**src/fetch_defines.svh**
```systemverilog
`ifndef FETCH_DEFINES_SVH
`define FETCH_DEFINES_SVH

////////////////////////////////////////
// fetch geometry
////////////////////////////////////////

// instruction slots per fetch bundle
`define FETCH_WIDTH 4

// instruction word and pc width
`define INST_W 16

////////////////////////////////////////
// branch control limits
////////////////////////////////////////

// unresolved branches allowed in flight
`define MAX_INFLIGHT 2

// two-bit counters in the predictor table
`define BPRED_DEPTH 16

`endif

```
**src/fetch_pkg.sv**
```systemverilog
`include "fetch_defines.svh"

package fetch_pkg;

   ////////////////////////////////////////
   // instruction word views
   ////////////////////////////////////////

   // conditional branch layout
   typedef struct packed {
      logic [1:0]  major;
      logic [1:0]  cond;
      logic [11:0] offset;
   } br_view_t;

   // jump layout, opcode all ones marks a jump
   typedef struct packed {
      logic [3:0] opcode;
      logic [9:0] target;
      logic [1:0] mode;
   } jmp_view_t;

   // one word, read either way by the classifier
   typedef union packed {
      br_view_t  br;
      jmp_view_t jmp;
   } inst_word_t;

   ////////////////////////////////////////
   // bundle and per-slot decode
   ////////////////////////////////////////

   // slot 0 is the oldest instruction
   typedef struct packed {
      logic [`INST_W-1:0]                 pc;
      inst_word_t [`FETCH_WIDTH-1:0]      slot;
   } fetch_bundle_t;

   // one bit per slot in each vector
   typedef struct packed {
      logic [`FETCH_WIDTH-1:0] is_jump;
      logic [`FETCH_WIDTH-1:0] is_imm_jump;
      logic [`FETCH_WIDTH-1:0] is_branch;
   } slot_class_t;

endpackage

```
**src/ctrl_pkg.sv**
```systemverilog
`include "fetch_defines.svh"

package ctrl_pkg;

   // predictor index width, from table depth
   localparam int unsigned BPRED_IDX_W = $clog2(`BPRED_DEPTH);

   ////////////////////////////////////////
   // feedback from the reorder buffer
   ////////////////////////////////////////

   typedef struct packed {
      logic                   decr;
      logic                   two;
      logic                   train;
      logic [BPRED_IDX_W-1:0] train_idx;
      logic                   train_taken;
   } commit_t;

   // predicted direction per slot
   typedef struct packed {
      logic [`FETCH_WIDTH-1:0] taken;
   } pred_t;

   ////////////////////////////////////////
   // handler result
   ////////////////////////////////////////

   typedef struct packed {
      logic [`FETCH_WIDTH-1:0][`INST_W-1:0] words;
      logic [`FETCH_WIDTH-1:0]              taken_mask;
      logic [`FETCH_WIDTH-1:0]              imm_mask;
      logic [`INST_W-1:0]                   next_pc;
      logic                                 redirect;
      logic                                 branch_full;
   } fetch_out_t;

endpackage

```
**src/slot_classifier.sv**
```systemverilog
`include "fetch_defines.svh"

module slot_classifier (
   input  fetch_pkg::fetch_bundle_t bundle,
   output fetch_pkg::slot_class_t   cls
);

   ////////////////////////////////////////
   // per-slot decode
   ////////////////////////////////////////

   always_comb begin
      fetch_pkg::inst_word_t w;
      cls = '0;
      w   = '0;
      for (int i = 0; i < `FETCH_WIDTH; i++) begin
         w = bundle.slot[i];
         // jump: opcode nibble all ones
         cls.is_jump[i]     = &w.jmp.opcode;
         // immediate form when mode field is zero
         cls.is_imm_jump[i] = (&w.jmp.opcode) && (w.jmp.mode == 2'b00);
         // branch: major 10 with a real condition
         // cond 00 is not a branch
         cls.is_branch[i]   = (w.br.major == 2'b10) && (w.br.cond != 2'b00);
      end
   end

   ////////////////////////////////////////
   // checks
   ////////////////////////////////////////

   // the two views must never claim the same slot
   always_comb begin
      assert ((cls.is_jump & cls.is_branch) == '0)
         else $error("slot marked both jump and branch");
   end

endmodule

```
**src/branch_predictor.sv**
```systemverilog
`include "fetch_defines.svh"

module branch_predictor (
   input  logic                clk,
   input  logic                rst_n,
   input  logic [`INST_W-1:0]  pc,
   input  ctrl_pkg::commit_t   commit,
   output ctrl_pkg::pred_t     pred
);

   localparam int unsigned IDX_W = ctrl_pkg::BPRED_IDX_W;

   // two-bit saturating counters
   // 00 strong nt, 01 weak nt, 10 weak t, 11 strong t
   logic [1:0] cnt [`BPRED_DEPTH];

   // table index per slot
   logic [IDX_W-1:0] rd_idx [`FETCH_WIDTH];

   ////////////////////////////////////////
   // read side
   ////////////////////////////////////////

   // consecutive indexes from the bundle pc, wrap in the table
   always_comb begin
      for (int i = 0; i < `FETCH_WIDTH; i++) begin
         rd_idx[i] = pc[IDX_W-1:0] + IDX_W'(i);
      end
   end

   // msb of the counter is the taken guess
   always_comb begin
      pred = '0;
      for (int i = 0; i < `FETCH_WIDTH; i++) begin
         pred.taken[i] = cnt[rd_idx[i]][1];
      end
   end

   ////////////////////////////////////////
   // training
   ////////////////////////////////////////

   // step toward the resolved direction
   always_ff @(posedge clk or negedge rst_n) begin
      if (!rst_n) begin
         // weakly not taken everywhere
         for (int k = 0; k < `BPRED_DEPTH; k++) begin
            cnt[k] <= 2'b01;
         end
      end else if (commit.train) begin
         if (commit.train_taken) begin
            // saturate at 11
            if (cnt[commit.train_idx] != 2'b11) begin
               cnt[commit.train_idx] <= cnt[commit.train_idx] + 2'd1;
            end
         end else begin
            // saturate at 00
            if (cnt[commit.train_idx] != 2'b00) begin
               cnt[commit.train_idx] <= cnt[commit.train_idx] - 2'd1;
            end
         end
      end
   end

   ////////////////////////////////////////
   // checks
   ////////////////////////////////////////

   // training strobe from the rob must carry a valid index
   a_train_idx_known : assert property (
      @(posedge clk) disable iff (!rst_n)
      commit.train |-> !$isunknown(commit.train_idx)
   ) else $error("train strobe with unknown index");

endmodule

```
**src/branch_handler.sv**
```systemverilog
`include "fetch_defines.svh"

module branch_handler (
   input  logic                     clk,
   input  logic                     rst_n,
   input  fetch_pkg::fetch_bundle_t bundle,
   input  fetch_pkg::slot_class_t   cls,
   input  ctrl_pkg::pred_t          pred,
   input  logic                     stall_fetch,
   input  ctrl_pkg::commit_t        commit,
   output ctrl_pkg::fetch_out_t     result
);

   localparam int unsigned FW    = `FETCH_WIDTH;
   localparam int unsigned MAX   = `MAX_INFLIGHT;
   // in-flight count register width
   localparam int unsigned CNT_W = $clog2(MAX + 1);
   // room for count plus a full bundle of branches
   localparam int unsigned SUM_W = $clog2(MAX + FW + 1);
   // kept slot count width
   localparam int unsigned SLT_W = $clog2(FW + 1);

   // registered state
   logic [CNT_W-1:0] count_q;
   logic [CNT_W-1:0] count_d;
   logic             hold_q;
   logic             hold_d;

   // flush chain results
   logic [FW-1:0]    flush;
   logic [FW-1:0]    taken;
   logic             limit_hit;
   logic             blocked;
   logic [SLT_W-1:0] kept_slots;
   logic [SUM_W-1:0] inc_sum;

   // kept branches ahead of each slot, last entry is the bundle total
   logic [SUM_W-1:0] kb_pre [FW+1];

   ////////////////////////////////////////
   // flush chain
   ////////////////////////////////////////

   // whole bundle dropped on stall or while the limit is held
   assign blocked = stall_fetch | hold_q;

   always_comb begin
      logic prev_cut;
      prev_cut  = 1'b0;
      flush     = '0;
      taken     = '0;
      limit_hit = 1'b0;
      kb_pre[0] = '0;
      for (int i = 0; i < FW; i++) begin
         if (blocked) begin
            flush[i] = 1'b1;
         end else if (prev_cut) begin
            // older slot flushed, jumped or was taken
            flush[i] = 1'b1;
         end else if (cls.is_branch[i] &&
                      (SUM_W'(count_q) + kb_pre[i] >= SUM_W'(MAX))) begin
            // one branch too many
            flush[i]  = 1'b1;
            limit_hit = 1'b1;
         end
         // taken only for a kept branch
         taken[i]    = !flush[i] && cls.is_branch[i] && pred.taken[i];
         kb_pre[i+1] = kb_pre[i] + SUM_W'(!flush[i] && cls.is_branch[i]);
         // anything after this slot goes
         prev_cut    = flush[i] | cls.is_jump[i] | taken[i];
      end
   end

   ////////////////////////////////////////
   // in-flight count and hold
   ////////////////////////////////////////

   assign inc_sum = SUM_W'(count_q) + kb_pre[FW];

   always_comb begin
      if (commit.decr && (count_q != '0)) begin
         // rob release wins over new branches
         if (commit.two) begin
            count_d = (count_q >= CNT_W'(2)) ? count_q - CNT_W'(2) : '0;
         end else begin
            count_d = count_q - CNT_W'(1);
         end
      end else if (inc_sum > SUM_W'(MAX)) begin
         count_d = CNT_W'(MAX);
      end else begin
         count_d = inc_sum[CNT_W-1:0];
      end
   end

   // set by a limit flush, cleared by any release
   always_comb begin
      if (commit.decr) begin
         hold_d = 1'b0;
      end else if (limit_hit) begin
         hold_d = 1'b1;
      end else begin
         hold_d = hold_q;
      end
   end

   always_ff @(posedge clk or negedge rst_n) begin
      if (!rst_n) begin
         count_q <= '0;
         hold_q  <= 1'b0;
      end else begin
         count_q <= count_d;
         hold_q  <= hold_d;
      end
   end

   ////////////////////////////////////////
   // result
   ////////////////////////////////////////

   // flush is a suffix, so kept slots are a prefix of the bundle
   assign kept_slots = SLT_W'($countones(~flush));

   always_comb begin
      result = '0;
      for (int i = 0; i < FW; i++) begin
         // flushed slot becomes a nop
         result.words[i] = flush[i] ? '0 : bundle.slot[i];
      end
      result.taken_mask  = taken;
      result.imm_mask    = ~flush & cls.is_imm_jump;
      // sequential pc past the kept slots
      result.next_pc     = bundle.pc + `INST_W'(kept_slots);
      // a kept jump or taken branch is always the last kept slot
      result.redirect    = |(~flush & (cls.is_jump | taken));
      result.branch_full = hold_q;
   end

   ////////////////////////////////////////
   // checks
   ////////////////////////////////////////

   // limit holds across commits and increments
   a_count_bound : assert property (
      @(posedge clk) disable iff (!rst_n)
      count_q <= CNT_W'(MAX)
   ) else $error("in-flight count above limit");

   // hold from a past cycle must nop the whole bundle
   a_hold_nops : assert property (
      @(posedge clk) disable iff (!rst_n)
      hold_q |-> (result.words == '0)
   ) else $error("words passed while branch limit held");

endmodule

```
**src/fetch_branch_top.sv**
```systemverilog
module fetch_branch_top (
   input  logic                     clk,
   input  logic                     rst_n,
   input  fetch_pkg::fetch_bundle_t bundle,
   input  logic                     stall_fetch,
   input  ctrl_pkg::commit_t        commit,
   output ctrl_pkg::fetch_out_t     result
);

   // decode flags to the handler
   fetch_pkg::slot_class_t cls;

   // counter msbs to the handler
   ctrl_pkg::pred_t pred;

   ////////////////////////////////////////
   // side by side on the bundle
   ////////////////////////////////////////

   slot_classifier u_slot_classifier (
      .bundle (bundle),
      .cls    (cls)
   );

   // indexed from the bundle pc, trained by the rob
   branch_predictor u_branch_predictor (
      .clk    (clk),
      .rst_n  (rst_n),
      .pc     (bundle.pc),
      .commit (commit),
      .pred   (pred)
   );

   ////////////////////////////////////////
   // combine
   ////////////////////////////////////////

   branch_handler u_branch_handler (
      .clk         (clk),
      .rst_n       (rst_n),
      .bundle      (bundle),
      .cls         (cls),
      .pred        (pred),
      .stall_fetch (stall_fetch),
      .commit      (commit),
      .result      (result)
   );

endmodule

```
**config.mk**
```make
export PLATFORM = sky130hd
export DESIGN_NAME = fetch_branch_top
export DESIGN_NICKNAME = d
export VERILOG_FILES = /design/src/fetch_pkg.sv /design/src/ctrl_pkg.sv /design/src/slot_classifier.sv /design/src/branch_predictor.sv /design/src/branch_handler.sv /design/src/fetch_branch_top.sv
export VERILOG_INCLUDE_DIRS = /design/src
export SDC_FILE = /design/constraint.sdc
export NUM_CORES = 1
export LEC_CHECK = 0
export BUFFER_PORTS_ARGS = -buffer_cell sky130_fd_sc_hd__buf_4
export CORE_ASPECT_RATIO = 0.9
export CORE_MARGIN = 4
export CORE_UTILIZATION = 35
export CTS_CLUSTER_DIAMETER = 200
export DETAILED_ROUTE_END_ITERATION = 12
export GPL_TIMING_DRIVEN = 0
export PLACE_DENSITY = 0.68
export SETUP_SLACK_MARGIN = 0.3
export SKIP_LAST_GASP = 1
export SYNTH_ARGS = -nofsm -noshare
export SYNTH_HDL_FRONTEND = slang
export SYNTH_SLANG_ARGS = --single-unit
```
**constraint.sdc**
```tcl
create_clock -name clk -period 18.9 [get_ports clk]
set_input_delay 0.945 -clock clk [delete_from_list [all_inputs] [get_ports clk]]
set_output_delay 0.945 -clock clk [all_outputs]
set_load 0.05 [all_outputs]
```
==> results of run 1 <==
[per-layer routing]
layer,up-vias,global-route usage,routed length [um]
met1,1742,0.258,5090
met4,0,0.0505,254
met5,-,0,0
li1,1743,-,-
met2,112,0.325,6170
met3,16,0.0310,669
[area by class of cell]
type	instances	share of cell area
clock inverter	2	0.00653
tap	129	0.0301
timing repair buffer	176	0.246
buffer	20	0.0191
inverter	13	0.00910
multi-input combinational	318	0.496
clock buffer	6	0.0259
sequential	35	0.167
[worst max-delay path: cells and delay by family]
family,cells,cell delay (ns)
simple gates,12,2.55
fa+ha+maj,8,2.55
buf+inv,8,1.43
compound gates,5,1.21
xor+xnor,2,0.29
[cell usage after synthesis, types with 8 or more instances]
library cell,n,area (um^2)
a21oi_1,8,40.0
nor2_1,32,120
mux4_2,18,405
dfrtp_1,19,475
nand2_1,22,82.6
and2_1,63,394
inv_1,11,41.3
clkbuf_1,11,41.3
xnor2_1,14,123
mux2i_1,15,150
ha_1,17,213
dfstp_2,16,420
xor2_1,9,78.8
mux2_2,34,383
[metrics by stage]
step	power (mW)	utilization	setup slack [ns]	cells	area, um^2
finish	0.573	0.521	8.97	699	5360
global route	0.608	0.521	8.31	699	5360
CTS	0.576	0.521	9.00	699	5360
detailed placement	0.478	0.504	9.01	691	5190
global placement	0.468	0.504	9.11	691	5190
floorplan	0.379	-	9.59	386	3710
[cell families after synthesis]
group                    after synthesis
flip-flops                            35
buffers and inverters                 33
XOR/XNOR                              23
multiplexers                          67
AND/OR/NAND/NOR                      173
adder cells (fa/ha/maj)               23
AO/OA/AOI/OAI                         32
[power by group through the flow]
stage          Clock, mW  Combinational, mW  Sequential, mW
2_1_floorplan          0              0.234           0.144
3_3_place_gp           0              0.312           0.157
3_5_place_dp           0              0.320           0.158
4_1_cts           0.0973              0.321           0.158
5_1_grt            0.101              0.343           0.164
6_report          0.0949              0.320           0.158
[path summary, 6_finish.rpt]
kind | start | end | slack, ns | depth (start not counted)
max | bundle[64] | result[17] | 8.97 | 35
max in group asynchronous | rst_n | asynchronous set/reset pin | 17.93 | 1
min | register | register | 0.48 | 2
min in group asynchronous | rst_n | u_branch_predictor.cnt[11] | 0.61 | 1
min reg2reg | register | register | 0.48 | 2
max reg2reg | u_branch_handler.count_q[0] | u_branch_handler.count_q[0] | 11.88 | 29
==> metrics, run 1 <==
Static Leakage 2.54 nW; first-pass GRT wire length 19,100 um; post-synthesis cell count 386; max incr delay on CP 0.57 ns; sw frac 0.430; P per Cell Area 107 mW/mm^2; Yosys reg bits 35; largest family of logic cells by synthesized area simple AND/OR/NAND/NOR gates; ANT nets after route 0; TritonCTS clock tree built; initial antenna violation count 0; post-route minimum period 9.93 ns; syn_area_per_cell 9.60 um^2; worst hold slack 0.483 ns; Clock Latency Late Sink 0.28 ns; NetSw 0.246 mW; I/O pin total 181; RSZ-0062 raised after global routing no; final number of setup-violating endpoints 0; dpl hpwl 10,300 um; core region area 0.0103 mm^2; hold crit path type register to register; Hold Fails Final Rpt 0; number of max-cap violations 0; P_int 0.326 mW; asr flop ratio synth 1.00; Fill cells 927; commonest non-fill, non-tap cell in the layout buf_4; Final Max Slew Viols 0; First DRT Iteration DRCs 169; die width 116 um; die area 0.0123 mm^2; wire length per cell 17.4 um; Critical Path Most Common Cell ha_1; YS warnings 0; Worst Path Required 17.95 ns; Synth Cell Area 0.00371 mm^2; Main synth FF type dfrtp_1; area of the multi-input gates 0.00266 mm^2; Clk network pwr share 0.166; Area growth syn-to-layout 44.7%; Tcrit/Tclk final 0.525; Max H-tree Level 2; CP max-delay cell a2111oi_0; CP startpoint kind input pin; Setup Crit Path Kind input pin to output pin; port bufs 176; nets 683; ANT cells 0; Clock Skew 0.00498 ns; Max VDD drop 57.3 uV; post-synth net total 500; total gr overflow 0; number of global-route vias before repair 3,719; Synth Area in Compound Gates 0.0567; worst path arrival time 8.99 ns; number of cell rows 35; post-synthesis mux area share 0.253; cts hold-fix bufs 0; 1st-pass router iterations 4; post-cts sizing count 0; share of cells above drive strength 1 0.472; register share of total power 0.276; clock-pin slew on the worst setup and hold paths 0.05 ns; Root Driver clkbuf_16; Num CTS Buffers 5; Die Height 106 um; DRC 0; max-slew headroom at the worst pin 0.506; largest net degree at the start of global routing 36; worst-margin pin slew 0.731 ns; Post-synth EDFFs 0; most frequent cells in the layout buf_4, and2_1, mux2_2; via count 3,613; All-Layer GR Usage 0.194; Setup TNS Final 0 ns; routed vias/inst 5.17; drt total wl 12,200 um; sequential area share after synthesis 0.242; RePlAce Congestion 0.875; CTS Buffer Depth 2; CP endpoint kind output pin; status finished clean; xor/xnor share of the synthesized area 0.0543; Initial Util 0.360; Crit Path Max Fanout 10; Sink Count 35; post-synth cell types 50; combinational power share 0.558; Setup Fix Bufs, Post-CTS 0; simple-gate share of the synthesized area 0.264; register area 896 um^2; adder-cell area share of the yosys netlist 0.0898; f_max 0.101 GHz
Power figures use the tool's default switching activity.
==> run 2: changes to the inputs <==
- PLACE_DENSITY: 0.68 -> 0.7
- clock period: 18.9 -> 8.66 ns (I/O delays scaled with it)
==> metrics, run 2 (synthesis results as in run 1) <==
CP endpoint kind output pin (unchanged); Power Total 1.25 mW (was 0.573 mW); P_int 0.701 mW (was 0.326 mW); Clock Skew 0.00536 ns (was 0.00498 ns); DP Cell Count 691 (unchanged); Max H-tree Level 2 (unchanged); share of cells above drive strength 1 0.517 (was 0.472); Crit Path Max Fanout 10 (unchanged); I/O pin total 181 (unchanged); Root Driver clkbuf_16 (unchanged); P per Cell Area 225 mW/mm^2 (was 107 mW/mm^2); Max VDD drop 117 uV (was 57.3 uV); DRC 0 (unchanged); Initial Util 0.360 (unchanged); register share of total power 0.275 (was 0.276); number of global-route vias before repair 3,835 (was 3,719); Worst Path Required 8.23 ns (was 17.95 ns); most frequent cells in the layout buf_4, and2_1, mux2_2 (unchanged); Area growth syn-to-layout 49.8% (was 44.7%); die width 116 um (unchanged); CP Buf/Inv Count 6 (was 8); port bufs 176 (unchanged); largest net degree at the start of global routing 36 (unchanged); combinational power share 0.591 (was 0.558); number of cell rows 35 (unchanged); met2 WL post-DR 6330 um (was 6170 um); met3 wire len 785 um (was 669 um); number of max-cap violations 0 (unchanged); FF-to-FF setup slack 2.64 ns (was 11.88 ns); hold crit path type input pin to asynchronous set/reset pin (was register to register); Tcrit/Tclk final 0.930; First DRT Iteration DRCs 251 (was 169); TritonCTS clock tree built (unchanged); Sink Count 35 (unchanged); cts hold-fix bufs 0 (unchanged); ANT nets after route 0 (unchanged); setup ws final 0.603 ns (was 8.97 ns); top layer in use met4 (unchanged); RePlAce Congestion 0.890 (was 0.875); max-slew headroom at the worst pin 0.599 (was 0.506); RR Startpoint u_branch_handler.count_q[0] (unchanged); via count 3,702 (was 3,613); Clk network pwr share 0.134 (was 0.166); Num CTS Buffers 5 (unchanged); die area 0.0123 mm^2 (unchanged); worst path arrival time 7.62 ns (was 8.99 ns); worst-margin pin slew 0.596 ns (was 0.731 ns); f_max 0.124 GHz; Die Height 106 um (unchanged); post-route minimum period 8.06 ns; first-pass GRT wire length 19,100 um (about the same); initial antenna violation count 0 (unchanged); fin area 0.00556 mm^2 (was 0.00536 mm^2); core region area 0.0103 mm^2 (unchanged); drt total wl 12,300 um (was 12,200 um); routed vias/inst 5.22 (was 5.17); Placement Setup Slack -0.274 ns (was 9.01 ns); Final Non-Filler Cells 709 (was 699); CP top delay family adder cells (was simple AND/OR/NAND/NOR gates); wire length per cell 17.3 um (was 17.4 um); status finished clean (unchanged); CP max-delay cell or4_4 (was a2111oi_0); worst hold slack 0.102 ns (was 0.483 ns); Clock Latency Late Sink 0.28 ns (about the same); clock-pin slew on the worst setup and hold paths 0.05 ns (about the same); Setup Crit Path Kind register to output pin (was input pin to output pin); routed length on met1 4900 um (was 5090 um); NetSw 0.550 mW (was 0.246 mW); nets 693 (was 683); dpl hpwl 10,200 um (was 10,300 um); CTS Buffer Depth 2 (unchanged); commonest non-fill, non-tap cell in the layout buf_4 (unchanged); All-Layer GR Usage 0.193 (was 0.194); final number of setup-violating endpoints 0 (unchanged); sw frac 0.440 (was 0.430); crit path from u_branch_handler.count_q[0] (was bundle[64]); RSZ-0062 raised after global routing no (unchanged); Static Leakage 2.60 nW (was 2.54 nW); placed cell area 0.00519 mm^2 (unchanged); CP startpoint kind register (was input pin); Hold Fails Final Rpt 0 (unchanged); Final Max Slew Viols 0 (unchanged); ANT cells 0 (unchanged); 1st-pass router iterations 5 (was 4); max incr delay on CP 0.58 ns (was 0.57 ns); total gr overflow 0 (unchanged)
run 2: cell types whose count changed in the layout (fill, tap and decap cells not counted), moves of 3 or more:
cell and delta:
a21oi_1 -3, buf_4 +10, ha_1 -3, nor2_1 -4
run 2: through the flow:
stage	utilization	setup TNS (ns)
2_1_floorplan	-	0
3_3_place_gp	0.504	-0.103
4_1_cts	0.526	0
5_1_grt	0.540	0
3_5_place_dp	0.504	-1.21
6_report	0.540	0
run 2: what timing repair did:
item                                    CTS  global route
setup buffers                             3             7
endpoints found under the setup margin   15            11
pin swaps                                 2            14
gates resized for setup                  14            27
endpoints found under the hold margin     0             0
run 2: path summary, 6_finish.rpt:
kind	to	depth (start not counted)
worst min-delay path	u_branch_predictor.cnt[11]	1
min in group clk	u_branch_handler.hold_q	2
worst min register to register	register	2
worst max-delay path	result[17]	35
max in group asynchronous	asynchronous set/reset pin	1
worst max register to register	u_branch_handler.count_q[0]	28
run 2: per-layer routing:
layer,global-route usage,vias up
met5,0,-
met4,0.0497,0
met3,0.0385,22
met2,0.333,119
met1,0.245,1804
li1,-,1757
run 2: layout make-up:
type / count / area, um^2
multi-input cells: 318 / 2790
plain buffers: 20 / 125
clock buffers: 7 / 133
fillers: 925 / 4740
clock inverters: 1 / 5.00
repair buffers: 186 / 1400
well taps: 129 / 161
inverters: 13 / 48.8
flip-flops and latches: 35 / 898
run 2: power groups by stage:
stage	logic, mW	clock network, mW	registers [mW]
final	0.739	0.167	0.344
after global routing	0.791	0.181	0.357
after CTS	0.711	0.171	0.345
after detailed placement	0.699	0	0.344
after global placement	0.678	0	0.341
after floorplan	0.511	0	0.315
